$ cat src/logic/rx_bus_pkg.sv
package rx_bus_pkg;

	// Stream, packet buffer and host port share one word size
	localparam int BUS_DATA_W = 32;
	localparam int BUS_STRB_W = BUS_DATA_W / 8;
	localparam int HOST_ADDR_W = 64; // Host byte address

	typedef logic [BUS_DATA_W-1:0] word_t;
	typedef logic [BUS_STRB_W-1:0] strb_t;
	typedef logic [HOST_ADDR_W-1:0] host_addr_t;

endpackage

$ cat src/logic/rx_ring_pkg.sv
package rx_ring_pkg;

	localparam int RING_IDX_W = 16;

	typedef logic [RING_IDX_W-1:0] ring_idx_t;
	typedef logic [15:0] frame_len_t; // Bytes
	typedef logic [1:0] bsize_t;

	// One received frame as stored in the packet buffer
	typedef struct packed {
		logic [15:0] start; // Buffer word index
		frame_len_t len;
	} frame_rec_t;

	// Host buffer size in bytes per size code
	function automatic frame_len_t buf_bytes(input bsize_t code);
		case (code)
			2'd0: return 16'd2048;
			2'd1: return 16'd1024;
			2'd2: return 16'd512;
			default: return 16'd256;
		endcase
	endfunction

endpackage

$ cat src/logic/rx_dma.sv
`timescale 1ns/100ps

module rx_dma import rx_bus_pkg::*, rx_ring_pkg::*; #(
	parameter int BUF_WORDS = 512,
	localparam int AW = $clog2(BUF_WORDS)
) (
	input  logic          aclk,
	input  logic          rst_i,
	input  logic          q_valid_i,
	input  frame_rec_t    q_rec_i,
	output logic          q_pop_o,
	input  logic          desc_avail_i,
	input  host_addr_t    buf_addr_i,
	input  bsize_t        bsize_i,
	output logic          rd_req_o,
	output logic [AW-1:0] rd_addr_o,
	input  logic          rd_gnt_i,
	input  word_t         rd_data_i,
	output host_addr_t    host_awaddr_o,
	output word_t         host_wdata_o,
	output strb_t         host_wstrb_o,
	output logic          host_wvalid_o,
	input  logic          host_wready_i,
	output logic          desc_done_o,
	output logic          free_stb_o,
	output logic [AW:0]   free_words_o,
	output logic          rxo_req_o
);
	typedef enum logic [1:0] {S_IDLE, S_COPY, S_FINISH} state_t;

	localparam logic [AW:0] ONE_WORD = 1;

	state_t state;
	frame_len_t cp_len;
	strb_t tail_strb;
	strb_t last_strb;
	logic [AW-1:0] rd_ptr;
	logic [AW:0] rd_left;
	logic [AW:0] wr_left;
	logic [AW:0] tot_words;
	logic pend; // Buffer read in flight
	logic start;
	logic drop;
	logic wr_xfer;

	function automatic logic [AW:0] word_cnt(input frame_len_t len);
		logic [16:0] w;
		w = ({1'b0, len} + 17'd3) >> 2;
		return w[AW:0];
	endfunction

	// Truncate to the host buffer
	assign cp_len = (q_rec_i.len > buf_bytes(bsize_i)) ? buf_bytes(bsize_i) : q_rec_i.len;
	assign tail_strb = (cp_len[1:0] == 2'd0) ? '1 : strb_t'((5'd1 << cp_len[1:0]) - 5'd1);

	assign q_pop_o = (state == S_IDLE) && q_valid_i;
	assign start = q_pop_o && desc_avail_i;
	assign drop = q_pop_o && !desc_avail_i; // No descriptor, overrun
	assign wr_xfer = host_wvalid_o && host_wready_i;

	assign rd_req_o = (state == S_COPY) && (rd_left != '0) && !pend && !host_wvalid_o;
	assign rd_addr_o = rd_ptr;
	assign desc_done_o = (state == S_COPY) && wr_xfer && (wr_left == ONE_WORD);
	assign free_stb_o = drop || (state == S_FINISH);
	assign free_words_o = (state == S_FINISH) ? tot_words : word_cnt(q_rec_i.len);

	always_ff @(posedge aclk)
	begin
		if (rst_i)
		begin
			state <= S_IDLE;
			pend <= 1'b0;
			host_wvalid_o <= 1'b0;
			rxo_req_o <= 1'b0;
			rd_left <= '0;
			wr_left <= '0;
		end
		else
		begin
			rxo_req_o <= drop;
			pend <= rd_req_o && rd_gnt_i;
			case (state)
				S_IDLE:
				begin
					if (start)
					begin
						rd_left <= word_cnt(cp_len);
						wr_left <= word_cnt(cp_len);
						state <= S_COPY;
					end
				end
				S_COPY:
				begin
					if (rd_req_o && rd_gnt_i)
						rd_left <= rd_left - 1'b1;
					if (pend)
						host_wvalid_o <= 1'b1;
					else if (wr_xfer)
					begin
						host_wvalid_o <= 1'b0;
						wr_left <= wr_left - 1'b1;
						if (wr_left == ONE_WORD)
							state <= S_FINISH;
					end
				end
				default: state <= S_IDLE; // Buffer space returned
			endcase
		end
	end

	always_ff @(posedge aclk)
	begin
		if (start)
		begin
			rd_ptr <= q_rec_i.start[AW-1:0];
			host_awaddr_o <= buf_addr_i;
			tot_words <= word_cnt(q_rec_i.len);
			last_strb <= tail_strb;
		end
		if (rd_req_o && rd_gnt_i)
			rd_ptr <= (rd_ptr == AW'(BUF_WORDS - 1)) ? '0 : rd_ptr + 1'b1;
		if (pend)
		begin
			host_wdata_o <= rd_data_i;
			host_wstrb_o <= (wr_left == ONE_WORD) ? last_strb : '1;
		end
		if (wr_xfer)
			host_awaddr_o <= host_awaddr_o + HOST_ADDR_W'(4);
	end

	a_host_hold: assert property (@(posedge aclk) disable iff (rst_i)
		host_wvalid_o && !host_wready_i |=> host_wvalid_o && $stable(host_awaddr_o)
			&& $stable(host_wdata_o) && $stable(host_wstrb_o))
		else $error("host write changed before it was accepted");

endmodule

$ cat config.mk
export PLATFORM = sky130hd
export DESIGN_NAME = rx_dma
export DESIGN_NICKNAME = d
export VERILOG_FILES = /design/src/logic/rx_bus_pkg.sv /design/src/logic/rx_ring_pkg.sv /design/src/logic/rx_dma.sv
export SDC_FILE = /design/constraint.sdc
export NUM_CORES = 1
export LEC_CHECK = 0
export ABC_AREA = 1
export BUFFER_PORTS_ARGS = -buffer_cell sky130_fd_sc_hd__buf_2
export CORE_ASPECT_RATIO = 0.5
export CORE_MARGIN = 1.5
export CORE_UTILIZATION = 35
export DETAILED_ROUTE_END_ITERATION = 6
export MAX_ROUTING_LAYER = met4
export PLACE_DENSITY = 0.63
export SLEW_MARGIN = 15
export SYNTH_ARGS = -nofsm -noshare
export SYNTH_HDL_FRONTEND = slang
export SYNTH_SLANG_ARGS = --single-unit
$ cat constraint.sdc
create_clock -name aclk -period 7.8 [get_ports aclk]
set_input_delay 0.39 -clock aclk [delete_from_list [all_inputs] [get_ports aclk]]
set_output_delay 0.39 -clock aclk [all_outputs]
set_load 0.01 [all_outputs]
==> run metrics <==
setup TNS=0 ns; Final ANT Viol Nets=0; f_max=328.1 MHz; layout cells sized above 1=0.2246; critical path class=reg2out; Slew headroom=0.3144; PD cells=182.9 mW/mm²; crit start category=flip-flop; VDD IR max=0.1446 mV; smallest setup slack after layout=4.752 ns; CTS Buf Count=17; NumNets Final=1,562; mean routed wirelength per cell=15.18 µm; Initial Utilization=0.3607; largest area contributor in the netlist=edfxtp_1; clock skew=0.008899 ns; Die ar.=0.02608 mm²; Post-CTS Setup Bufs=0; vias per cell=4.763; Syn Area/Cell=7.537 µm²; final hold viol count=0; register bit count reported by yosys=148; pre-CTS setup slack=5.109 ns; Min Clock Period, post-route=3.048 ns; Yosys warning count=0; antenna cells=0; Die Width=226.9 µm; Die H=115.0 µm; Critical Path RT=7.41 ns; Leak=4.844 nW; core area=0.02432 mm²; I/O Pins=261; first-pass GRT wire length=41,660 µm; met2 Use GR=0.3519; status=finished, final reports clean; Mapped Area=0.008773 mm²; Crit. End Element=primary output; routing usage on met1=0.2752; FP Rows=40; Fill cells=2,559; synth unique cells=39; Hold Buf Count CTS=0; CTS sink cnt=148; area grow syn2layout=24.42%; Port Buffers=253; via count=8,407; top cells by area, synth=edfxtp_1 42%, nand2_1 18%, nor2_1 8.9%; CTS resizes=0; post-synth top area share=0.4210; root buffer cell=clkbuf_16; Post-Layout Inst Area=0.01092 mm²; GRT Max-Usage Layer=met2; final WL=26,790 µm; Reg area=0.004194 mm²; initial antenna violation count=0; period utilization=0.3908; H-tree depth=4; vias in the first global route=8,018; Pre-Repair DR Iteration Count=5; worst skew pair latency=0.44 ns; CTS tree=yes; estimated wirelength of the detail-placed design=21,110 µm; final setup fails=0; Arrival @ worst endpoint=2.66 ns; total power=1.996 mW; Worst Max-Slew Pin Slew=1.028 ns; # DRC=0; grt ovf=0; Worst-path clk slew=0.07 ns; post-synthesis sequential area ratio=0.4780; Synthesized Nets=1,310; crit path max fanout=13; Max clock buf depth=2; Synth Instances=1,164; Final Max Slew Viols=0; GPL Wtd Cong=0.9674; Placed Area=0.01037 mm²; Starting DRT DRC Count=586; met3 GRT Util=0.04396; largest net degree at the start of global routing=69; RSZ-0062 raised after global routing=no; multi-input logic area=0.004109 mm²; HP Class=in2reg; Max Cap Viol=0; hold slack=0.1184 ns; Total GRT Usage=0.2163
==> Yosys cell counts (all sizes together) <==
library cell / n
a21boi: 1
a21oi: 23
a31oi: 12
and2: 2
buf: 9
clkbuf: 14
clkinv: 2
conb: 1
dfxtp: 25
edfxtp: 123
ha: 10
inv: 93
nand2: 429
nand3: 61
nand3b: 12
nand4: 10
nor2: 218
nor3: 1
nor3b: 1
nor4: 1
o21a: 1
o21ai: 63
o31ai: 2
or2: 9
xnor2: 23
xor2: 18
==> through the flow <==
step                instances  utilization
floorplan                1164            -
finish                   1765       0.4488
global route             1765       0.4488
detailed placement       1733       0.4263
CTS                      1765       0.4488
global placement         1733       0.4263
==> cell families (layout without fill, tap and decap cells) <==
family          Yosys count  count (layout)  share of synthesized area
fa+ha+maj                10              10                    0.01426
compound gates          102             102                    0.06218
simple gates            744             744                     0.3500
xor+xnor                 41              41                    0.04093
buf+inv                 118             383                    0.05419
flops                   148             148                     0.4780
other cells               1               1                  0.0004274
==> registers in the layout (all words and copies together), names as in the netlist <==
signal	count
pend	1
host_wdata_o	32
rd_addr_o	9
host_awaddr_o	64
state	2
wr_left	10
host_wvalid_o	1
tot_words	10
rd_left	10
last_strb	4
host_wstrb_o	4
rxo_req_o	1
==> metal layers <==
metal  part of all wire  routed length (µm)  vias up
li1                   -                   -     4274
met3              0.036                 962       24
met1               0.47               12610     3932
met2               0.48               12800      177
met5                  0                   0        -
met4              0.015                 414        0
==> cells in the final DEF (no fill, tap or decap), types with 3 or more instances in the layout <==
cell and n:
o21ai_0 43, or2_2 7, nand2_1 423, inv_6 7, buf_2 253, nor2_1 209
nand3_1 60, edfxtp_1 123, xnor2_1 23, xor2_1 18, ha_1 10, inv_1 86
o21ai_1 20, a31oi_1 12, clkinv_1 3, clkinvlp_4 4, nor2_2 7, buf_4 3
clkbuf_16 17, nand4_1 9, dfxtp_1 25, nand2_2 4, a21oi_1 23, nand3b_1 11
inv_2 7
==> cell type report <==
type	count	share of cell area
timing repair buffer	256	0.1181
clock buffer	18	0.03932
sequential	148	0.3842
tap	336	0.03851
clock inverter	14	0.01077
multi-input combinational	898	0.3764
inverter	95	0.03267
==> where the power goes <==
part	switching [mW]	internal [mW]
combinational	0.170	0.109
clock	0.361	0.416
sequential	0.0377	0.903
==> critical path, cell delays in order, from the launching register on <==
cell and delay [ns]:
dfxtp_1 0.42, inv_1 0.14, nor2_1 0.65, clkinv_1 0.52, a31oi_1 0.31, buf_2 0.17
==> final timing paths <==
kind         cells after the start                            end                        from  slack, ns
min                              1      host_wdata_o[7]$_DFFE_PP_                rd_data_i[7]       0.12
max reg2reg                      9        rd_left[0]$_SDFFE_PP0P_       state[0]$_SDFFE_PP0P_       5.15
min reg2reg                      1  host_wstrb_o[0]$_SDFFCE_PN1P_  last_strb[0]$_SDFFCE_PP1P_       0.51
max                              5                free_words_o[9]       state[1]$_SDFFE_PP0P_       4.75
No activity file was read; power rests on OpenSTA's default activity.
