[src/logic/rx_ring_pkg.sv]
package rx_ring_pkg;

	localparam int RING_IDX_W = 16;

	typedef logic [RING_IDX_W-1:0] ring_idx_t;
	typedef logic [15:0] frame_len_t; // Bytes
	typedef logic [1:0] bsize_t;

	// One received frame as stored in the packet buffer
	typedef struct packed {
		logic [15:0] start; // Buffer word index
		frame_len_t len;
	} frame_rec_t;

	// Host buffer size in bytes per size code
	function automatic frame_len_t buf_bytes(input bsize_t code);
		case (code)
			2'd0: return 16'd2048;
			2'd1: return 16'd1024;
			2'd2: return 16'd512;
			default: return 16'd256;
		endcase
	endfunction

endpackage

[src/logic/rx_frame_queue.sv]
`timescale 1ns/100ps

module rx_frame_queue import rx_ring_pkg::*; #(
	parameter int QUEUE_DEPTH = 4,
	localparam int PW = (QUEUE_DEPTH > 1) ? $clog2(QUEUE_DEPTH) : 1
) (
	input  logic       aclk,
	input  logic       rst_i,
	input  logic       push_i,
	input  frame_rec_t rec_i,
	input  logic       pop_i,
	output logic       full_o,
	output logic       valid_o,
	output frame_rec_t rec_o
);
	frame_rec_t mem [QUEUE_DEPTH];
	logic [PW-1:0] wr_ptr;
	logic [PW-1:0] rd_ptr;
	logic [PW:0] count;

	function automatic logic [PW-1:0] bump(input logic [PW-1:0] ptr);
		return (ptr == PW'(QUEUE_DEPTH - 1)) ? '0 : ptr + 1'b1;
	endfunction

	assign full_o = (count == (PW+1)'(QUEUE_DEPTH));
	assign valid_o = (count != '0);
	assign rec_o = mem[rd_ptr];

	always_ff @(posedge aclk)
	begin
		if (rst_i)
		begin
			wr_ptr <= '0;
			rd_ptr <= '0;
			count <= '0;
		end
		else
		begin
			if (push_i)
				wr_ptr <= bump(wr_ptr);
			if (pop_i)
				rd_ptr <= bump(rd_ptr);
			count <= count + (PW+1)'(push_i) - (PW+1)'(pop_i);
		end
	end

	always_ff @(posedge aclk)
	begin
		if (push_i)
			mem[wr_ptr] <= rec_i;
	end

	a_push_full: assert property (@(posedge aclk) disable iff (rst_i) push_i |-> !full_o)
		else $error("push into a full frame queue");
	a_pop_empty: assert property (@(posedge aclk) disable iff (rst_i) pop_i |-> valid_o)
		else $error("pop from an empty frame queue");

endmodule

[config.mk]
export PLATFORM = sky130hd
export DESIGN_NAME = rx_frame_queue
export DESIGN_NICKNAME = d
export VERILOG_FILES = /design/src/logic/rx_ring_pkg.sv /design/src/logic/rx_frame_queue.sv
export SDC_FILE = /design/constraint.sdc
export NUM_CORES = 1
export LEC_CHECK = 0
export BUFFER_PORTS_ARGS = -buffer_cell sky130_fd_sc_hd__buf_2
export CAP_MARGIN = 20
export CORE_MARGIN = 2
export CORE_UTILIZATION = 45
export DETAILED_ROUTE_END_ITERATION = 16
export PLACE_DENSITY = 0.73
export SYNTH_ARGS = -nofsm -noshare
export SYNTH_HDL_FRONTEND = slang
export SYNTH_SLANG_ARGS = --single-unit
[constraint.sdc]
create_clock -name aclk -period 5.07 [get_ports aclk]
set_input_delay 0.7605 -clock aclk [delete_from_list [all_inputs] [get_ports aclk]]
set_output_delay 0.7605 -clock aclk [all_outputs]
set_load 0.02 [all_outputs]
==> metrics.txt <==
# TYPE chip_impl_metric gauge
chip_impl_info{name="outcome",value="complete, no violations"} 1
chip_impl_metric{name="comb_power_share",unit="%"} 8.8
chip_impl_metric{name="detail_route.iter0.violations",unit=""} 99
chip_impl_metric{name="clkTransAtPathRegs",unit="ns"} 0.06
chip_impl_metric{name="max-clock-path-buffers",unit=""} 2
chip_impl_metric{name="synth_area",unit="um^2"} 5110
chip_impl_metric{name="cts-buffers-inserted",unit=""} 17
chip_impl_metric{name="arrival",unit="ns"} 2.36
chip_impl_metric{name="cellInternalPower",unit="mW"} 2.12
chip_impl_metric{name="cts_resized",unit=""} 0
chip_impl_metric{name="areaGrowthSynthToFinish",unit="%"} 19.7
chip_impl_metric{name="post_layout_nonfiller_instances",unit=""} 444
chip_impl_metric{name="dp_cells",unit=""} 413
chip_impl_metric{name="skew_pair_late_insertion_delay",unit="ns"} 0.40
chip_impl_metric{name="netlist.area_leader.share",unit="%"} 75.2
chip_impl_metric{name="post_synth_inst_count",unit=""} 210
chip_impl_metric{name="diodes",unit=""} 0
chip_impl_metric{name="timing.reg2reg.worst_path_depth",unit=""} 7
chip_impl_metric{name="die-area",unit="um^2"} 12200
chip_impl_info{name="layout_commonest_cell",value="edfxtp_1"} 1
chip_impl_metric{name="vias",unit=""} 2302
chip_impl_metric{name="vias_per_cell",unit=""} 5.18
chip_impl_metric{name="cell_area_after_placement",unit="um^2"} 5560
chip_impl_info{name="critical_path.reg2reg.startpoint",value="count[0]"} 1
chip_impl_metric{name="postCtsHoldBufs",unit=""} 0
chip_impl_metric{name="synth-warning-count",unit=""} 0
chip_impl_info{name="post_synth_main_area_contributors",value="edfxtp_1 75%, mux4_2 13%, dfxtp_1 3.5%"} 1
chip_impl_metric{name="layout-drive-gt1-share",unit="%"} 44.4
chip_impl_metric{name="worst_slew_pin_slew",unit="ns"} 0.911
chip_impl_metric{name="htree_levels",unit=""} 4
chip_impl_metric{name="grt_overflow_total",unit=""} 0
chip_impl_metric{name="switching_share",unit="%"} 21.9
chip_impl_info{name="hold_path.startpoint",value="rd_ptr[0]"} 1
chip_impl_metric{name="total_switching_power",unit="mW"} 0.595
chip_impl_metric{name="grt_util_met1",unit="%"} 18.5
chip_impl_info{name="global_route.peak_usage_layer",value="met2"} 1
chip_impl_metric{name="max-cap-violations",unit=""} 0
chip_impl_metric{name="clock_skew",unit="ns"} 0.00617
chip_impl_metric{name="r2r_slack",unit="ns"} 3.33
chip_impl_metric{name="fp.dieW",unit="um"} 111
chip_impl_metric{name="cts_sink_count",unit=""} 137
chip_impl_metric{name="floorplan.io_pins",unit=""} 70
chip_impl_info{name="post-synth-top-area-cell",value="edfxtp_1"} 1
chip_impl_metric{name="grt_met3_use",unit="%"} 5.87
chip_impl_info{name="setup_repair_after_global_routing_missed_its_margin",value="no"} 1
chip_impl_metric{name="setup_violations",unit=""} 0
chip_impl_metric{name="crit_path_max_fanout",unit=""} 20
chip_impl_info{name="clk_root_buffer_cell",value="clkbuf_16"} 1
chip_impl_metric{name="final.period_utilization",unit="%"} 61.6
chip_impl_metric{name="grt_max_degree",unit=""} 33
chip_impl_info{name="critPathKind",value="reg -> out"} 1
chip_impl_metric{name="route.detailed.drc",unit=""} 0
chip_impl_metric{name="core_region_area",unit="um^2"} 11000
chip_impl_metric{name="drt_wl_total",unit="mm"} 8.25
chip_impl_info{name="slowest_stage",value="dfxtp_2"} 1
chip_impl_metric{name="distinct_cell_type_count_after_synthesis",unit=""} 20
chip_impl_metric{name="synthesized_flop_and_latch_total",unit=""} 137
chip_impl_metric{name="hold_viol_final",unit=""} 0
chip_impl_metric{name="chipHeight",unit="um"} 111
chip_impl_metric{name="final_non_filler_cell_area",unit="um^2"} 6120
chip_impl_metric{name="nets",unit=""} 336
chip_impl_metric{name="grt_pass1_vias",unit=""} 2486
chip_impl_metric{name="worst_hold_path.num_cells",unit=""} 2
chip_impl_metric{name="static_power_due_to_leakage",unit="nW"} 2.12
chip_impl_info{name="cts_tree",value="built"} 1
chip_impl_info{name="cp-end-kind",value="output port"} 1
chip_impl_metric{name="drt_first_pass_iters",unit=""} 4
chip_impl_metric{name="yosysSeqAreaShare",unit="%"} 78.7
chip_impl_metric{name="floorplan.rows",unit=""} 38
chip_impl_info{name="reg2reg_to",value="count[2]"} 1
chip_impl_metric{name="relSlewSlack",unit="%"} 39.3
chip_impl_metric{name="power_density",unit="nW/um^2"} 444
chip_impl_metric{name="cts.repair_timing.setup_buffer_count",unit=""} 0
chip_impl_info{name="layout.cells.most_common_list",value="128 x edfxtp_1, 69 x buf_2, 30 x mux4_2"} 1
chip_impl_metric{name="groute.usage.overall",unit="%"} 14.5
chip_impl_metric{name="crit_path_max_incr_delay",unit="ns"} 0.78
chip_impl_metric{name="globalRouteMet2Util",unit="%"} 22.5
chip_impl_info{name="critPathLaunchType",value="flop"} 1
chip_impl_metric{name="seq_power_share",unit="%"} 48.6
chip_impl_metric{name="wl_per_cell",unit="um"} 18.6
chip_impl_metric{name="place_congestion",unit=""} 0.670
chip_impl_info{name="crit_path_cell_trace",value="buf_4, mux4_1, buf_2"} 1
chip_impl_metric{name="start_util",unit="%"} 46.6
chip_impl_info{name="hold_path_class",value="reg -> reg"} 1
chip_impl_metric{name="clockPowerShare",unit="%"} 42.5
chip_impl_metric{name="totalNegativeSetupSlack",unit="ns"} 0
chip_impl_metric{name="grt_first_pass_wirelength",unit="mm"} 13.3
chip_impl_metric{name="grt_antenna_before_repair",unit=""} 1
chip_impl_metric{name="crit_path_required_time",unit="ns"} 4.31
chip_impl_metric{name="clock.fmax",unit="GHz"} 0.320
chip_impl_metric{name="hpwlAfterDp",unit="mm"} 4.76
chip_impl_metric{name="fillers",unit=""} 816
chip_impl_metric{name="timing.final.max_slew_violations",unit=""} 0
chip_impl_metric{name="layout_min_cycle_time",unit="ns"} 3.12
chip_impl_metric{name="vdd.ir_drop.worst",unit="uV"} 253
chip_impl_metric{name="synth_area_per_cell",unit="um^2"} 24.4
chip_impl_metric{name="drt.antenna.violating_nets",unit=""} 0
chip_impl_metric{name="io_buffer_count",unit=""} 69
chip_impl_metric{name="synth_fp_nets",unit=""} 254
-- state kept, by name, indices dropped and copies added, names as in the netlist, named ones only --
name / count
mem: 128
count: 3
rd_ptr: 2
wr_ptr: 2
-- worst max path at each step --
stage,end,slack [ns],cells after the start
final,rec_o[22],1.95,3
after global routing,rec_o[22],1.74,3
after CTS,rec_o[22],1.84,3
after detailed placement,rec_o[22],2.28,3
after global placement,rec_o[22],2.29,3
after floorplan,count[2],3.00,6
-- synth_stat cells --
master and number:
buf_12 3, fa_1 1, nor2b_1 2, and3_1 1, and2_1 4, mux4_1 2, ha_1 7, inv_1 6
or3_1 1, edfxtp_1 128, buf_6 1, nand2b_1 2, or3b_2 2, dfxtp_1 9, a21oi_1 2, mux4_2 30
buf_2 3, nor2_1 3, xor3_1 1, mux2i_1 2
-- final cells by class --
cell class | count | area, um^2 | share of cell area, %
Clock inverter | 12 | 126 | 2.06
Clock buffer | 19 | 433 | 7.07
Tap cell | 140 | 175 | 2.86
Sequential cell | 137 | 4030 | 65.8
Inverter | 6 | 22.5 | 0.368
Multi-Input combinational cell | 60 | 986 | 16.1
Timing Repair Buffer | 70 | 353 | 5.76
-- power by group through the flow --
stage | clock network, mW | logic [mW] | registers (mW)
floorplan | 0 | 0.181 | 1.33
finish | 1.16 | 0.239 | 1.32
CTS | 1.17 | 0.245 | 1.32
detailed placement | 0 | 0.244 | 1.35
global route | 1.23 | 0.259 | 1.33
global placement | 0 | 0.239 | 1.34
-- worst max-delay path: cells and delay by family, from the launching register on --
kind     cells  cell delay, ns
mux          1            0.60
buf+inv      2            0.57
flops        1            0.78
-- metrics by stage --
stage | util, % | total power [mW] | setup WS, ns | hold WS [ns]
global route | 55.7 | 2.81 | 1.74 | 0.549
global placement | 50.6 | 1.58 | 2.29 | 0.500
CTS | 55.7 | 2.74 | 1.84 | 0.519
finish | 55.7 | 2.72 | 1.95 | 0.525
floorplan | - | 1.51 | 3.00 | 0.469
detailed placement | 50.6 | 1.59 | 2.28 | 0.506
-- cells by family (layout without fill, tap and decap cells) --
family / count (synthesis) / count (layout) / synth area share (%)
AOI/OAI and AO/OA: 2 / 2 / 0.196
xor gates and xnor gates: 1 / 1 / 0.465
adders and majority gates: 8 / 8 / 2.10
buffers and inverters: 13 / 107 / 2.13
DFF: 137 / 137 / 78.7
muxes: 34 / 34 / 14.6
and+or+nand+nor: 15 / 15 / 1.79
-- per-layer routing --
| metal | up-vias | wire (um) |
|---|---|---|
| li1 | 1040 | - |
| met3 | 9 | 413 |
| met5 | - | 11 |
| met1 | 1189 | 3700 |
| met4 | 2 | 94 |
| met2 | 62 | 4030 |
(Power assumes the default switching activity.)
