[src/logic/rx_bus_pkg.sv]
package rx_bus_pkg;

	// Stream, packet buffer and host port share one word size
	localparam int BUS_DATA_W = 32;
	localparam int BUS_STRB_W = BUS_DATA_W / 8;
	localparam int HOST_ADDR_W = 64; // Host byte address

	typedef logic [BUS_DATA_W-1:0] word_t;
	typedef logic [BUS_STRB_W-1:0] strb_t;
	typedef logic [HOST_ADDR_W-1:0] host_addr_t;

endpackage

[src/logic/rx_ring_pkg.sv]
package rx_ring_pkg;

	localparam int RING_IDX_W = 16;

	typedef logic [RING_IDX_W-1:0] ring_idx_t;
	typedef logic [15:0] frame_len_t; // Bytes
	typedef logic [1:0] bsize_t;

	// One received frame as stored in the packet buffer
	typedef struct packed {
		logic [15:0] start; // Buffer word index
		frame_len_t len;
	} frame_rec_t;

	// Host buffer size in bytes per size code
	function automatic frame_len_t buf_bytes(input bsize_t code);
		case (code)
			2'd0: return 16'd2048;
			2'd1: return 16'd1024;
			2'd2: return 16'd512;
			default: return 16'd256;
		endcase
	endfunction

endpackage

[src/logic/rx_ring_ctrl.sv]
`timescale 1ns/100ps

module rx_ring_ctrl import rx_bus_pkg::*, rx_ring_pkg::*; (
	input  logic       aclk,
	input  logic       rst_i,
	input  host_addr_t rdba_i,
	input  bsize_t     bsize_i,
	input  ring_idx_t  rdlen_i,
	input  ring_idx_t  rdh_i,
	input  logic       rdh_set_i,
	input  ring_idx_t  rdt_i,
	input  logic       rdt_set_i,
	input  logic [1:0] rdmts_i,
	input  logic       desc_done_i,
	output logic       desc_avail_o,
	output host_addr_t buf_addr_o,
	output ring_idx_t  rdh_fb_o,
	output logic       rxt0_req_o,
	output logic       rxdmt0_req_o
);
	ring_idx_t head;
	ring_idx_t tail;
	ring_idx_t free_cnt;
	ring_idx_t free_next;
	ring_idx_t thresh;

	// Free descriptors between head and tail, modulo ring length
	assign free_cnt = (tail >= head) ? tail - head : rdlen_i - head + tail;
	assign free_next = free_cnt - 1'b1; // After the head moves on
	assign thresh = rdlen_i >> ({1'b0, rdmts_i} + 3'd1);

	assign desc_avail_o = (free_cnt != '0);
	assign buf_addr_o = rdba_i + host_addr_t'(head) * host_addr_t'(buf_bytes(bsize_i));
	assign rdh_fb_o = head;

	always_ff @(posedge aclk)
	begin
		if (rst_i)
		begin
			head <= '0;
			tail <= '0;
			rxt0_req_o <= 1'b0;
			rxdmt0_req_o <= 1'b0;
		end
		else
		begin
			rxt0_req_o <= desc_done_i;
			rxdmt0_req_o <= desc_done_i && (free_next == thresh);
			if (rdh_set_i)
				head <= rdh_i;
			else if (desc_done_i)
				head <= (head == rdlen_i - 1'b1) ? '0 : head + 1'b1;
			if (rdt_set_i)
				tail <= rdt_i;
		end
	end

endmodule

[config.mk]
export PLATFORM = sky130hd
export DESIGN_NAME = rx_ring_ctrl
export DESIGN_NICKNAME = d
export VERILOG_FILES = /design/src/logic/rx_bus_pkg.sv /design/src/logic/rx_ring_pkg.sv /design/src/logic/rx_ring_ctrl.sv
export SDC_FILE = /design/constraint.sdc
export NUM_CORES = 1
export LEC_CHECK = 0
export ABC_CLOCK_PERIOD_IN_PS = 9200
export BUFFER_PORTS_ARGS = -buffer_cell sky130_fd_sc_hd__buf_2
export CORE_UTILIZATION = 45
export CTS_BUF_LIST = sky130_fd_sc_hd__clkbuf_4
export DETAILED_ROUTE_END_ITERATION = 12
export PLACE_DENSITY = 0.71
export SLEW_MARGIN = 10
export SYNTH_ARGS = -nofsm -noshare
export SYNTH_HDL_FRONTEND = slang
export SYNTH_SLANG_ARGS = --single-unit
[constraint.sdc]
create_clock -name aclk -period 9.2 [get_ports aclk]
set_input_delay 1.84 -clock aclk [delete_from_list [all_inputs] [get_ports aclk]]
set_output_delay 1.84 -clock aclk [all_outputs]
set_load 0.01 [all_outputs]
==> impl_metrics.json, run 1 <==
{
  "fmax_mhz": 112.4,
  "cellPowerDensity_mw_per_mm2": 105.5,
  "p_leak_nw": 5.068,
  "post_cts_resized": 0,
  "fillers": 1960,
  "cp_cell_sequence": "buf_2 -> nor2b_1 -> buf_4 -> and2_1 -> fa_1 -> fa_1 -> ha_1 -> fa_1 -> ha_1 -> ha_1 -> a21oi_1 -> inv_1 -> a21o_1 -> a21oi_1 -> o21ai_0 -> a31oi_2 -> o21ai_1 -> a31o_2 -> a21oi_1 -> buf_6 -> nor4b_1 -> xor2_1 -> buf_2",
  "cts.htree.levels": 2,
  "clk_path_buf_depth": 2,
  "critical_path_class": "in -> out",
  "synth-seq-cells": 34,
  "cts_tree": "done",
  "synth_nets": 1435,
  "num_rows": 51,
  "dp_hpwl_um": 20290,
  "area_growth_pct": 13.07,
  "path_clk_slew_ns": 0.13,
  "dieArea_mm2": 0.02050,
  "antenna_found_initial": 0,
  "vias": 8811,
  "yosysWarnings": 0,
  "p_sw_uw": 542.5,
  "async_flop_share_pct": 0,
  "ctsHoldBuffers": 0,
  "fin_ws_ns": 0.3023,
  "synth_top_area_share_pct": 14.09,
  "gr-usage-all-layers_pct": 23.84,
  "grt_max_degree": 34,
  "drt_iter0_markers": 566,
  "pwr-share-seq_pct": 16.6,
  "die_h_um": 143.2,
  "p_clk_share_pct": 9.2,
  "ant_nets": 0,
  "synth_common_cells": "114 x inv_1, 101 x ha_1, 77 x nor2_1",
  "setup_violations": 0,
  "syn-cell-area_mm2": 0.008971,
  "crit_buf_inv": 5,
  "synth_most_common_cell": "inv_1",
  "cpPeakStageDelay_ns": 0.48,
  "synthTopCellsByArea": "ha_1 14%, fa_1 14%, dfxtp_1 7.6%",
  "pin_count": 204,
  "fin_worst_skew_ns": 0.01640,
  "n_antenna_cell": 0,
  "cts_setup_buffers": 0,
  "critPathRequiredTime_ns": 7.36,
  "grt_overflow_total": 0,
  "slew_headroom_pct": 49.54,
  "cts_buffers": 5,
  "syn_avg_cell_area_um2": 7.794,
  "die_x_um": 143.2,
  "p_int_uw": 527.9,
  "crit_family": "adder cells",
  "coreArea_mm2": 0.01953,
  "yosysUniqueCellTypes": 77,
  "initial_core_util_pct": 45.94,
  "hold_path.class": "reg -> reg",
  "io_buffers": 187,
  "ys_seq_area_share_pct": 7.587,
  "wl_per_cell_um": 15.78,
  "crit_fanout": 17,
  "synth_edf_count": 0,
  "fin_tns_setup_ns": 0,
  "hold_viol_final": 0,
  "fin_crit_sh_pct": 96.71,
  "max-vdd-ir-drop_mv": 0.05234,
  "worstMarginPinSlew_ns": 0.7463,
  "synthCells": 1151,
  "status": "finished, final reports clean",
  "clock_sinks": 34,
  "power_frac_comb_pct": 74.2,
  "route.detailed.drc": 0,
  "clockRootBuffer": "clkbuf_4",
  "drt_pass1_iterations": 5,
  "min_period_ns": 8.898,
  "via_per_inst": 5.637,
  "grt_pass1_vias": 7824,
  "nNetsFinal": 1581,
  "grt_pass1_wl_um": 38880,
  "start_kind": "input pin",
  "synth_top_area_cell": "ha_1",
  "clk_latency_ns": 0.38,
  "place_ws_ns": 0.1949,
  "crit_path_end_kind": "output pin",
  "swShare_pct": 50.68,
  "synth_ff_type": "dfxtp_1",
  "drive_gt1_share_pct": 17.80,
  "rsz0062_at_grt": "false",
  "slowest_stage": "fa_1",
  "slew_viol_final": 0,
  "place.gp.congestion": 0.8879,
  "worst_ep_arrival_time_ns": 7.06,
  "cap_viol_max_count": 0,
  "wl_um": 24660
}
[tightest hold or removal path, delay by kind of cell, from the launching register on]
| kind | cells | cell delay (ns) |
|---|---|---|
| flip-flops | 1 | 0.35 |
| multiplexers | 1 | 0.06 |
| AND/OR/NAND/NOR | 1 | 0.09 |
[metal layers]
layer / global-route usage (%) / wire length, µm / vias to the layer above
met5: 0 / 0 / -
met4: 6.112 / 461 / 0
met3: 2.750 / 1620 / 32
met2: 38.64 / 11330 / 307
met1: 33.36 / 11250 / 4156
li1: - / - / 4316
[layout by cell type (no fill, tap or decap), types with 7 or more instances in the layout]
cell / n
inv_1: 114
nor3_1: 53
xnor2_1: 57
nand2b_1: 14
fa_1: 62
nand3b_1: 7
nor2_1: 77
ha_1: 101
nand4_1: 11
o21ai_1: 14
nor3b_1: 17
buf_4: 13
nand2_1: 75
a21oi_1: 50
nor4_1: 11
a211oi_1: 12
o2111ai_1: 7
xor2_1: 53
dfxtp_1: 34
o21a_1: 7
nand3_1: 24
a31oi_1: 7
o21ai_0: 38
nor2b_1: 19
mux2i_1: 39
buf_2: 187
and3_1: 35
o211ai_1: 9
a21o_1: 18
and2_1: 30
[per-stage QoR]
stage / total power [mW] / instances / cell area (µm²) / util [%] / hold WS, ns
floorplan: 0.7658 / 1151 / 8971 / - / 0.4604
global placement: 0.9518 / 1555 / 10050 / 51.47 / 0.4789
detailed placement: 0.9663 / 1555 / 10050 / 51.47 / 0.5162
CTS: 1.069 / 1563 / 10100 / 51.75 / 0.5429
global route: 1.166 / 1563 / 10140 / 51.95 / 0.5668
finish: 1.070 / 1563 / 10140 / 51.95 / 0.5321
[cell families after synthesis]
family                     synth area share, %
buffers and inverters                    8.075
DFF                                      7.587
and+or+nand+nor                          24.27
adders and majority gates                27.92
xor gates and xnor gates                 10.74
muxes                                    5.732
AOI/OAI and AO/OA                        15.68
[flip-flops by register name (all words and copies together), names as in the netlist]
signal and count:
rdh_fb_o 16, tail 16, rxdmt0_req_o 1, rxt0_req_o 1
[worst paths after layout]
check        cells past startpoint  slack (ns)             end   startpoint
max reg2reg                     15        4.44    rxdmt0_req_o  rdh_fb_o[0]
min reg2reg                      2        0.53         tail[0]      tail[0]
min                              2        0.53         tail[0]      tail[0]
max                             23        0.30  buf_addr_o[56]   bsize_i[1]
[power groups by stage]
stage | sequential, mW | combinational (mW) | clock, mW
2_1_floorplan | 0.171 | 0.595 | 0
3_3_place_gp | 0.181 | 0.771 | 0
3_5_place_dp | 0.181 | 0.785 | 0
4_1_cts | 0.178 | 0.791 | 0.101
5_1_grt | 0.180 | 0.882 | 0.104
6_report | 0.178 | 0.794 | 0.0984
[area by class of cell]
cell class	count	area, µm²	share of cell area (%)
sequential	34	680.7	6.710
multi-input combinational	940	7601	74.94
tap	265	331.6	3.269
clock inverter	2	8.758	0.08634
clock buffer	6	45.04	0.4441
inverter	115	431.7	4.256
timing repair buffer	201	1045	10.30
Power figures use the tool's default switching activity.
==> run 2, diff against run 1 <==
==> constraint.sdc (replaced) <==
create_clock -name aclk -period 9.2 [get_ports aclk]
set_input_delay 0.92 -clock aclk [delete_from_list [all_inputs] [get_ports aclk]]
set_output_delay 0.92 -clock aclk [all_outputs]
set_load 0.01 [all_outputs]
==> run 2 against run 1 <==
- clock-buffer cell count stayed put
- sequential share of layout area is 0.059 points higher
- sequential cell count stayed put
- design area is 0.88% lower
- register-to-register slack better by 0.13 ns
- routed wire length is 0.69% lower
- via count is 1.4% lower
- largest power group unchanged
==> impl_metrics.json, run 2 (same netlist as run 1, synthesis figures left out) <==
{
  "ctsHoldBuffers": 0,
  "gr-usage-all-layers_pct": 23.69,
  "wl_per_cell_um": 15.73,
  "max-vdd-ir-drop_mv": 0.06205,
  "rsz0062_at_grt": "false",
  "critical_path_class": "in -> out",
  "final_common_cell": "buf_2",
  "slew_headroom_pct": 45.59,
  "dp_hpwl_um": 20280,
  "route.detailed.drc": 0,
  "fin_tns_setup_ns": 0,
  "post_cts_resized": 0,
  "status": "finished, final reports clean",
  "grt_pass1_vias": 7927,
  "cts_tree": "done",
  "clockRootBuffer": "clkbuf_4",
  "slowest_stage": "fa_1",
  "die_h_um": 143.2,
  "initial_core_util_pct": 45.94,
  "io_buffers": 187,
  "cellPowerDensity_mw_per_mm2": 105.9,
  "num_rows": 51,
  "area_growth_pct": 12.08,
  "cpPeakStageDelay_ns": 0.55,
  "fin_crit_sh_pct": 85.83,
  "cts_setup_buffers": 0,
  "setup_violations": 0,
  "vias": 8690,
  "clock_sinks": 34,
  "hold_path.class": "reg -> reg",
  "fillers": 1986,
  "dieArea_mm2": 0.02050,
  "critPathRequiredTime_ns": 8.28,
  "pin_count": 204,
  "nNetsFinal": 1574,
  "final_core_util_pct": 51.49,
  "path_clk_slew_ns": 0.13,
  "cts_buffers": 5,
  "drive_gt1_share_pct": 16.89,
  "slew_viol_final": 0,
  "grt_pass1_wl_um": 38630,
  "antenna_found_initial": 1,
  "worst_ep_arrival_time_ns": 6.98,
  "grt_max_degree": 34,
  "coreArea_mm2": 0.01953,
  "worstMarginPinSlew_ns": 0.8131,
  "die_x_um": 143.2,
  "via_per_inst": 5.581,
  "start_kind": "input pin",
  "ant_nets": 0,
  "clk_path_buf_depth": 2,
  "crit_fanout": 32,
  "hold_viol_final": 0,
  "fin_worst_skew_ns": 0.008758,
  "grt_overflow_total": 0,
  "place.gp.congestion": 0.9004,
  "p_leak_nw": 5.031,
  "drt_pass1_iterations": 5,
  "drt_iter0_markers": 595,
  "clk_latency_ns": 0.37,
  "min_period_ns": 7.896,
  "wl_um": 24490,
  "final_cell_mix": "187 x buf_2, 114 x inv_1, 101 x ha_1, 77 x nor2_1, 75 x nand2_1",
  "fmax_mhz": 126.6,
  "cts.htree.levels": 2,
  "crit_path_end_kind": "output pin",
  "critPathMostFrequentCell": "fa_1",
  "cap_viol_max_count": 0
}
==> run 2: changes by cell type in the layout (fill, tap and decap cells not counted), sizes merged <==
cell,change
buf,-7
diode,+1
==> run 2: worst max-delay path: cells and delay by family <==
kind | cells | cell delay [ns]
AND/OR/NAND/NOR | 4 | 0.77
AO/OA/AOI/OAI | 8 | 1.42
buffers and inverters | 6 | 1.07
adder cells (fa/ha/maj) | 6 | 2.61
XOR/XNOR | 1 | 0.19
==> run 2: final timing paths <==
kind | from | endpoint | slack [ns] | cells past startpoint
hold / removal | tail[0] | tail[0] | 0.53 | 2
hold reg to reg | tail[0] | tail[0] | 0.53 | 2
setup reg to reg | rdh_fb_o[0] | rxdmt0_req_o | 4.57 | 14
setup / recovery | bsize_i[0] | buf_addr_o[60] | 1.30 | 25
==> run 2: through the flow <==
step	instances	hold WS, ns	instance area [µm²]	setup WS (ns)	power [mW]
after floorplan	1151	0.4604	8971	2.103	0.7658
after global placement	1548	0.4775	9998	1.550	0.9479
after detailed placement	1548	0.5153	9998	1.316	0.9613
after CTS	1556	0.5469	10050	1.302	1.063
after global routing	1557	0.5682	10050	0.8575	1.160
final	1557	0.5340	10050	1.304	1.065
==> run 2: cell type report <==
class                           instances  area (µm²)  area share [%]
Antenna cell                            1       2.502         0.02489
Sequential cell                        34       680.7           6.770
Clock inverter                          2       8.758         0.08711
Timing Repair Buffer                  194       988.4           9.831
Tap cell                              265       331.6           3.298
Inverter                              115       431.7           4.293
Clock buffer                            6       45.04          0.4480
Multi-Input combinational cell        940        7566           75.25
==> run 2: power by group <==
group,internal (mW),leakage (nW),switching [mW]
clock,0.0318,0.0331,0.0662
sequential,0.156,0.281,0.0215
combinational,0.337,4.72,0.452
total,0.525,5.03,0.539
==> run 2: routing by layer <==
layer	GRT usage [%]	part of all wire [%]	vias to the layer above	wire length (µm)
met2	38.69	45	303	11050
met4	6.338	2.1	0	510
met5	0	0	-	0
met3	2.649	6.4	32	1572
li1	-	-	4319	-
met1	32.87	46	4036	11360
