### src/logic/rx_bus_pkg.sv
package rx_bus_pkg;

	// Stream, packet buffer and host port share one word size
	localparam int BUS_DATA_W = 32;
	localparam int BUS_STRB_W = BUS_DATA_W / 8;
	localparam int HOST_ADDR_W = 64; // Host byte address

	typedef logic [BUS_DATA_W-1:0] word_t;
	typedef logic [BUS_STRB_W-1:0] strb_t;
	typedef logic [HOST_ADDR_W-1:0] host_addr_t;

endpackage

### src/logic/rx_ring_pkg.sv
package rx_ring_pkg;

	localparam int RING_IDX_W = 16;

	typedef logic [RING_IDX_W-1:0] ring_idx_t;
	typedef logic [15:0] frame_len_t; // Bytes
	typedef logic [1:0] bsize_t;

	// One received frame as stored in the packet buffer
	typedef struct packed {
		logic [15:0] start; // Buffer word index
		frame_len_t len;
	} frame_rec_t;

	// Host buffer size in bytes per size code
	function automatic frame_len_t buf_bytes(input bsize_t code);
		case (code)
			2'd0: return 16'd2048;
			2'd1: return 16'd1024;
			2'd2: return 16'd512;
			default: return 16'd256;
		endcase
	endfunction

endpackage

### src/logic/rx_frame_writer.sv
`timescale 1ns/100ps

module rx_frame_writer import rx_bus_pkg::*, rx_ring_pkg::*; #(
	parameter int BUF_WORDS = 512,
	localparam int AW = $clog2(BUF_WORDS)
) (
	input  logic          aclk,
	input  logic          rst_i,
	input  logic          en_i,
	input  word_t         mac_s_tdata_i,
	input  strb_t         mac_s_tkeep_i,
	input  logic          mac_s_tlast_i,
	input  logic          mac_s_tvalid_i,
	output logic          mac_s_tready_o,
	input  logic          buf_gnt_i,
	input  logic          q_full_i,
	input  logic          free_stb_i,
	input  logic [AW:0]   free_words_i,
	output logic          buf_req_o,
	output logic [AW-1:0] buf_addr_o,
	output word_t         buf_data_o,
	output logic          q_push_o,
	output frame_rec_t    q_rec_o
);
	logic [AW-1:0] wr_ptr;
	logic [AW-1:0] next_ptr;
	logic [AW-1:0] start_ptr;
	logic [AW-1:0] cur_start;
	logic [AW:0] free_cnt;
	logic [AW:0] frm_words;
	logic [AW:0] restore;
	frame_len_t len_cnt;
	logic [2:0] nbytes;
	logic in_frame;
	logic discard;
	logic cur_discard;
	logic acc;

	// tkeep is contiguous from byte 0
	always_comb
	begin
		nbytes = '0;
		for (int i = 0; i < BUS_STRB_W; i++)
			nbytes = nbytes + 3'(mac_s_tkeep_i[i]);
	end

	assign acc = mac_s_tvalid_i && buf_gnt_i;
	assign next_ptr = (wr_ptr == AW'(BUF_WORDS - 1)) ? '0 : wr_ptr + 1'b1;
	assign cur_start = in_frame ? start_ptr : wr_ptr;
	assign cur_discard = in_frame ? discard : !en_i; // Decided on the first word
	assign restore = (acc && mac_s_tlast_i && cur_discard) ? frm_words + 1'b1 : '0;

	// A last word also waits out a record push still in flight
	assign buf_req_o = mac_s_tvalid_i && (free_cnt != '0)
		&& !(mac_s_tlast_i && (q_full_i || q_push_o));
	assign mac_s_tready_o = buf_gnt_i;
	assign buf_addr_o = wr_ptr;
	assign buf_data_o = mac_s_tdata_i;

	always_ff @(posedge aclk)
	begin
		if (rst_i)
		begin
			wr_ptr <= '0;
			free_cnt <= (AW+1)'(BUF_WORDS);
			in_frame <= 1'b0;
			discard <= 1'b0;
			len_cnt <= '0;
			frm_words <= '0;
			q_push_o <= 1'b0;
		end
		else
		begin
			q_push_o <= acc && mac_s_tlast_i && !cur_discard;
			free_cnt <= free_cnt - (AW+1)'(acc) + restore
				+ (free_stb_i ? free_words_i : '0);
			if (acc)
			begin
				if (mac_s_tlast_i)
				begin
					in_frame <= 1'b0;
					len_cnt <= '0;
					frm_words <= '0;
					wr_ptr <= cur_discard ? cur_start : next_ptr; // Rewind a dropped frame
				end
				else
				begin
					in_frame <= 1'b1;
					discard <= cur_discard;
					len_cnt <= len_cnt + 16'(nbytes);
					frm_words <= frm_words + 1'b1;
					wr_ptr <= next_ptr;
				end
			end
		end
	end

	always_ff @(posedge aclk)
	begin
		if (acc && !mac_s_tlast_i)
			start_ptr <= cur_start;
		if (acc && mac_s_tlast_i)
			q_rec_o <= '{start: 16'(cur_start), len: len_cnt + 16'(nbytes)};
	end

	a_no_push_full: assert property (@(posedge aclk) disable iff (rst_i)
		q_push_o |-> !q_full_i)
		else $error("frame record pushed while the queue is full");

endmodule

### config.mk
export PLATFORM = sky130hd
export DESIGN_NAME = rx_frame_writer
export DESIGN_NICKNAME = d
export VERILOG_FILES = /design/src/logic/rx_bus_pkg.sv /design/src/logic/rx_ring_pkg.sv /design/src/logic/rx_frame_writer.sv
export SDC_FILE = /design/constraint.sdc
export NUM_CORES = 1
export LEC_CHECK = 0
export ABC_AREA = 1
export BUFFER_PORTS_ARGS = -buffer_cell sky130_fd_sc_hd__buf_2
export CAP_MARGIN = 20
export CORE_MARGIN = 3
export CORE_UTILIZATION = 48
export DETAILED_ROUTE_END_ITERATION = 10
export HOLD_SLACK_MARGIN = 0.08
export PLACE_DENSITY_LB_ADDON = 0.12
export SLEW_MARGIN = 20
export SYNTH_ARGS = -nofsm -noshare
export SYNTH_HDL_FRONTEND = slang
export SYNTH_SLANG_ARGS = --single-unit
### constraint.sdc
create_clock -name aclk -period 3.6 [get_ports aclk]
set_input_delay 0.72 -clock aclk [delete_from_list [all_inputs] [get_ports aclk]]
set_output_delay 0.72 -clock aclk [all_outputs]
set_load 0.01 [all_outputs]
==> results of run 1 <==
[per-stage QoR]
step	hold WS (ns)	util, %	std cells
after floorplan	0.445	-	614
after global placement	0.456	51.7	760
after detailed placement	0.460	51.7	760
after CTS	0.473	53.9	776
after global routing	0.503	53.9	776
final	0.471	53.9	776
[state kept, by name, indices dropped and copies added, names as in the netlist]
signal	cells
len_cnt	16
free_cnt	10
q_rec_o	25
q_push_o	1
in_frame	1
frm_words	10
start_ptr	9
discard	1
buf_addr_o	9
[cell usage in the layout, fill, tap and decap left out, types with 3 or more instances in the layout]
| cell type | netlist | layout |
|---|---|---|
| a21oi_1 | 35 | 35 |
| a21oi_2 | 4 | 4 |
| a31oi_1 | 6 | 6 |
| and2_1 | 4 | 4 |
| buf_2 | 5 | 58 |
| buf_4 | 41 | 8 |
| clkbuf_8 | 0 | 9 |
| conb_1 | 1 | 7 |
| dfxtp_1 | 48 | 48 |
| edfxtp_1 | 34 | 34 |
| fa_1 | 13 | 13 |
| ha_1 | 21 | 21 |
| inv_1 | 78 | 78 |
| inv_2 | 10 | 10 |
| nand2_1 | 163 | 163 |
| nand2_2 | 7 | 7 |
| nand3_1 | 34 | 34 |
| nand3_2 | 3 | 3 |
| nand4_1 | 9 | 9 |
| nor2_1 | 25 | 25 |
| nor2_2 | 4 | 4 |
| nor3_1 | 5 | 5 |
| o21ai_0 | 15 | 15 |
| o21bai_2 | 4 | 4 |
| xor2_1 | 10 | 10 |
[critical path, delay by kind of cell, from the launching register on]
kind / cells / cell delay (ns)
AOI/OAI and AO/OA: 3 / 0.47
and+or+nand+nor: 6 / 0.54
buffers and inverters: 3 / 0.18
adders and majority gates: 4 / 1.37
xor gates and xnor gates: 1 / 0.15
DFF: 1 / 0.41
[cell families after synthesis]
family | after synthesis | synth area share [%]
AND/OR/NAND/NOR | 263 | 24.0
buffers and inverters | 144 | 14.5
flip-flops | 82 | 40.1
AO/OA/AOI/OAI | 73 | 8.74
adder cells (fa/ha/maj) | 34 | 10.6
XOR/XNOR | 11 | 1.95
other | 1 | 0.0759
[final timing paths]
check / to / depth (start not counted) / startpoint
worst max-delay path: free_cnt[9] / 17 / frm_words[0]
worst min-delay path: len_cnt[0] / 2 / len_cnt[0]
worst max register to register: free_cnt[9] / 17 / frm_words[0]
worst min register to register: len_cnt[0] / 2 / len_cnt[0]
[layout make-up]
| class | instances | area share [%] |
|---|---|---|
| Clock buffer | 11 | 2.46 |
| Sequential cell | 82 | 37.1 |
| Multi-Input combinational cell | 388 | 42.4 |
| Inverter | 90 | 6.35 |
| Tap cell | 133 | 3.12 |
| Timing Repair Buffer | 67 | 6.94 |
| Clock inverter | 5 | 1.62 |
[power groups by stage]
stage               logic, µW  registers (µW)  clock network, µW
global placement          986            1090                  0
detailed placement       1010            1090                  0
global route             1180            1080                791
floorplan                 822            1090                  0
CTS                      1020            1070                752
finish                   1020            1070                731
[per-layer routing]
metal | wire [µm] | global-route usage, % | vias to the layer above
met3 | 573 | 4.08 | 35
met1 | 4680 | 24.7 | 1749
li1 | - | - | 1957
met2 | 4450 | 28.5 | 114
met4 | 242 | 6.13 | 0
met5 | 0 | 0 | -
==> run metrics, run 1 <==
Vias=3,855; CP endpoint kind=flip-flop; GRT overflow=0; PD cells=528 mW/mm²; syn_area_per_cell=8.12 µm²; Post-CTS Resized=0; P_int=1820 µW; fraction of layout cells with a size suffix above 1=18.8%; Max Cap Violations=0; clock root buffer=clkbuf_8; Main synth FF type=dfxtp_1; final setup margin=0.353 ns; Remaining DRCs=0; Pre-antenna DRT Iters=4; Port Buffers=58; critical path startpoint category=flip-flop; Slew @ Worst Pin=0.699 ns; fmax=308 MHz; Die Ht=107 µm; crit path DAT=3.48 ns; status=finished clean; area of the multi-input gates=0.00226 mm²; vias in the first global route=3,658; WL per Instance=12.8 µm; clock network power share=25.9%; crit path cell chain=ha_1 -> nand2_1 -> nor2_1 -> nand2_1 -> xor2_1 -> inv_1 -> nand2_1 -> ha_1 -> fa_1 -> inv_1 -> ha_1 -> a21oi_1 -> o21ai_0 -> a21oi_1 -> inv_1 -> nand2_1 -> nand3_1; initial DRC count=197; Hold-fix buffers, CTS=0; NetSw=998 µW; CTS tree=built; Yosys cell types=42; initial antenna violation count=0; HP Class=reg -> reg; fillers=985; Synth area leader=edfxtp_1; Worst Path Required=3.83 ns; final net count=726; FF+latch area=0.00198 mm²; Sw Share=35.4%; Synth-to-Final Area Change=8.08%; Worst-Skew Late Latency=0.35 ns; Design Area, Final=0.00534 mm²; post-synthesis sequential area ratio=40.1%; top-area cell type share of the netlist area=20.7%; synthesized cell area=0.00494 mm²; All-Layer GR Usage=18.1%; crit-path most repeated cell=nand2_1; Final period util=90.2%; Comb power frac=36.1%; CTS Sinks=82; fin crit period=3.25 ns; setup bufs post-CTS=0; Worst Skew=0.0155 ns; die area=0.0115 mm²; Slew HR=53.3%; Lkg Pwr=0.00242 µW; worst vdd ir=0.000421 V; Die X-Extent=107 µm; Gate Count Post-Synth=608; deepest clock path buffer count=2; yosys warns=0; unrepaired setup endpoints after global routing=false; DP HPWL=7.41 mm; Initial Util=49.8%; slowest CP cell=fa_1; synth cell count leaders=nand2_1, inv_1, dfxtp_1, buf_4, a21oi_1; Max H-tree Level=3; Detailed Route WL=9.94 mm; worst-path maximum fanout=6; delay of the slowest critical-path stage=0.54 ns; Total Power=2820 µW; clock transition at the registers of the reported paths=0.09 ns; io pins=130; num rows=36; pre-CTS setup slack=0.155 ns; asr flop ratio synth=0%; Post-synth EDFFs=34; Antenna Violating Nets Remaining=0; CORE AREA=0.00991 mm²; vias per inst=4.97; kind of critical path=reg -> reg; number of diodes=0; FF-to-FF setup slack=0.35 ns; TritonCTS buffer count=9; Synth area leaders=edfxtp_1, dfxtp_1, nand2_1, buf_4, inv_1; Area after DPL=0.00512 mm²; final-report hold violation count=0; count leader, synth=nand2_1; Flop pwr share=38.0%; largest net degree at the start of global routing=37; first-pass GRT wire length=16.8 mm; GP Congestion=0.927; #FFs+latches synth=82; Setup TNS=0 ns; final slew viol count=0; final setup violation count=0
Power figures use the tool's default switching activity.
==> inputs of run 2 (changes only) <==
Settings changed: TNS_END_PERCENT from default to 5.
Clock period 3.6 ns to 2.9 ns, I/O delays scaled along.
==> run 2 against run 1 <==
  * Register-to-register slack lost 0.28 ns
  * Critical path type unchanged
  * Global-route usage is 0.42 points higher
  * Flip-flop and latch count unchanged
  * Fmax increased by 15%
  * Wire length rose by 5.8%
  * Largest power group is now combinational logic
  * Total power up 40%
  * Clock power up 17%
  * Utilization increased by 4.4 points
==> run metrics, run 2 (synthesized netlist as in run 1, its figures left out) <==
status=finished clean; Flop pwr share=33.7% (-4.3 points); Largest regs=q_rec_o x25, len_cnt x16; kind of critical path=reg -> reg; critical path startpoint category=flip-flop; worst hold slack=0.482 ns (+0.0113 ns); delay of the slowest critical-path stage=0.48 ns (-0.06 ns); first-pass GRT wire length=17.4 mm (+3.3%); cells on worst reg2reg path=15 (-2); worst vdd ir=0.000668 V (+59%); NetSw=1460 µW (+47%); Initial Util=49.8% (unchanged); max reg flops=25 (unchanged); Pre-antenna DRT Iters=6 (+2); Comb power frac=44.8% (+8.7 points); crit path DAT=3.07 ns (-0.41 ns); Worst R2R End=free_cnt[9]; final slew viol count=0 (unchanged); Final Instance Count excl. Fillers=799 (+3.0%); initial antenna violation count=0 (unchanged); num rows=36 (unchanged); vias in the first global route=3,757 (+2.7%); unrepaired setup endpoints after global routing=true; Antenna Violating Nets Remaining=0 (unchanged); clock network power share=21.6% (-4.3 points); PD cells=684 mW/mm² (+30%); GP Congestion=0.862 (-7.1%); CP endpoint kind=flip-flop; DP HPWL=7.59 mm (+2.5%); min-delay src=len_cnt[0]; deepest clock path buffer count=2 (unchanged); largest net degree at the start of global routing=37 (unchanged); clock transition at the registers of the reported paths=0.10 ns (about the same); Hold-fix buffers, CTS=0 (unchanged); final-report hold violation count=0 (unchanged); WL per Instance=13.2 µm (+2.7%); most common cell after layout, fill and taps aside=nand2_1; final setup violation count=0 (unchanged); worst-path maximum fanout=5 (-1); Worst Path Required=3.15 ns (-0.68 ns); fillers=935 (-5.1%); Port Buffers=58 (unchanged); die area=0.0115 mm² (unchanged); fraction of layout cells with a size suffix above 1=28.1% (+9.3 points); Biggest register=q_rec_o; Vias=3,924 (+1.8%); initial DRC count=259 (+31%); Worst Skew=0.0191 ns (+0.00355 ns); All-Layer GR Usage=18.5% (+0.42 points); number of diodes=0 (unchanged); slowest CP cell=fa_1; P_int=2490 µW (+37%); io pins=130 (unchanged); FF-to-FF Start=in_frame; Max Cap Violations=0 (unchanged); GRT overflow=0 (unchanged); fmax=354 MHz (+15%); Placed Cells=777 (+2.2%); Worst-Skew Late Latency=0.36 ns (about the same); HP Class=reg -> reg; worst hold path stage count=2 (unchanged); Detailed Route WL=10.5 mm (+5.8%); CORE AREA=0.00991 mm² (unchanged); Sw Share=37.0% (+1.6 points); Worst Hold Path EP=len_cnt[0]; most frequent cells in the layout=nand2_1, inv_1, buf_2; final net count=749 (+3.2%); TritonCTS buffer count=9 (unchanged); crit path cell chain=o21ai_4 -> inv_4 -> nor2_8 -> nand2_2 -> ha_4 -> inv_1 -> fa_1 -> ha_4 -> fa_2 -> nand3_2 -> nand2_2 -> a21oi_2 -> inv_1 -> nand2_1 -> nand3_1; Remaining DRCs=0 (unchanged); CTS Sinks=82 (unchanged); Lkg Pwr=0.00256 µW (+5.8%); Synth-to-Final Area Change=16.9%; CTS tree=built; post-layout util=58.3% (+4.4 points); Final period util=97.4% (+7.2 points); fin crit period=2.82 ns (-0.424 ns); vias per inst=4.91 (-1.1%); Max H-tree Level=3 (unchanged); Die Ht=107 µm (unchanged); clock root buffer=clkbuf_8; Die X-Extent=107 µm (unchanged); FF-to-FF setup slack=0.08 ns (-0.28 ns)
run 2: changes by cell type in the layout (fill, tap and decap cells not counted), sizes merged:
cell      before  now
clkbuf        11    9
clkinv         4    5
clkinvlp       0    1
inv           89   90
nor2          31   32
buf           67   89
bufinv         2    1
run 2: per-layer routing:
metal	GRT usage, %	up-vias	part of all wire, %
met5	0	-	0
met4	4.24	0	1.2
met3	3.78	20	5.1
met2	30.9	92	48
met1	24.9	1809	46
li1	-	2003	-
run 2: worst max-delay path, delay by kind of cell (launching register included):
kind | cells | cell delay, ns
simple gates | 6 | 0.50
flops | 1 | 0.37
fa+ha+maj | 4 | 1.36
buf+inv | 3 | 0.17
compound gates | 2 | 0.31
run 2: metrics by stage:
step / setup slack (ns) / setup TNS [ns] / cell area (µm²) / total power [µW]
after floorplan: -0.129 / -0.288 / 4990 / 2390
after global placement: -0.260 / -1.04 / 5270 / 2700
after detailed placement: -0.299 / -1.30 / 5270 / 2730
after CTS: 0.00400 / 0 / 5580 / 3790
after global routing: -0.0711 / -0.201 / 5770 / 4280
final: 0.0768 / 0 / 5770 / 3950
run 2: power by group through the flow:
| stage | Clock [µW] | Sequential [µW] | Combinational [µW] |
|---|---|---|---|
| 2_1_floorplan | 0 | 1350 | 1040 |
| 5_1_grt | 930 | 1340 | 2010 |
| 3_3_place_gp | 0 | 1350 | 1350 |
| 6_report | 852 | 1330 | 1770 |
| 4_1_cts | 872 | 1330 | 1590 |
| 3_5_place_dp | 0 | 1360 | 1370 |
run 2: cell type report:
class | count | area (µm²) | share of cell area [%]
inverters | 90 | 345 | 5.98
clock buffers | 9 | 124 | 2.15
repair buffers | 89 | 527 | 9.12
flip-flops and latches | 82 | 1990 | 34.5
multi-input cells | 389 | 2540 | 44.1
clock inverters | 7 | 76.3 | 1.32
well taps | 133 | 166 | 2.88
run 2: worst max-delay path by stage:
| stage | start | endpoint | slack (ns) | cells after the start |
|---|---|---|---|---|
| 5_1_grt | in_frame | free_cnt[9] | -0.07 | 16 |
| 2_1_floorplan | en_i | free_cnt[9] | -0.13 | 16 |
| 3_5_place_dp | en_i | free_cnt[9] | -0.30 | 16 |
| 6_report | in_frame | free_cnt[9] | 0.08 | 15 |
| 4_1_cts | frm_words[0] | free_cnt[9] | 0.004 | 16 |
| 3_3_place_gp | en_i | free_cnt[9] | -0.26 | 16 |
run 2: timing repair:
| action | CTS | global route |
|---|---|---|
| endpoints found under the hold margin | 0 | 0 |
| gates resized for setup | 16 | 34 |
| pin swaps | 6 | 16 |
| cloned | 0 | 1 |
| buffers inserted | 1 | 4 |
| setup endpoints to repair | 4 | 5 |
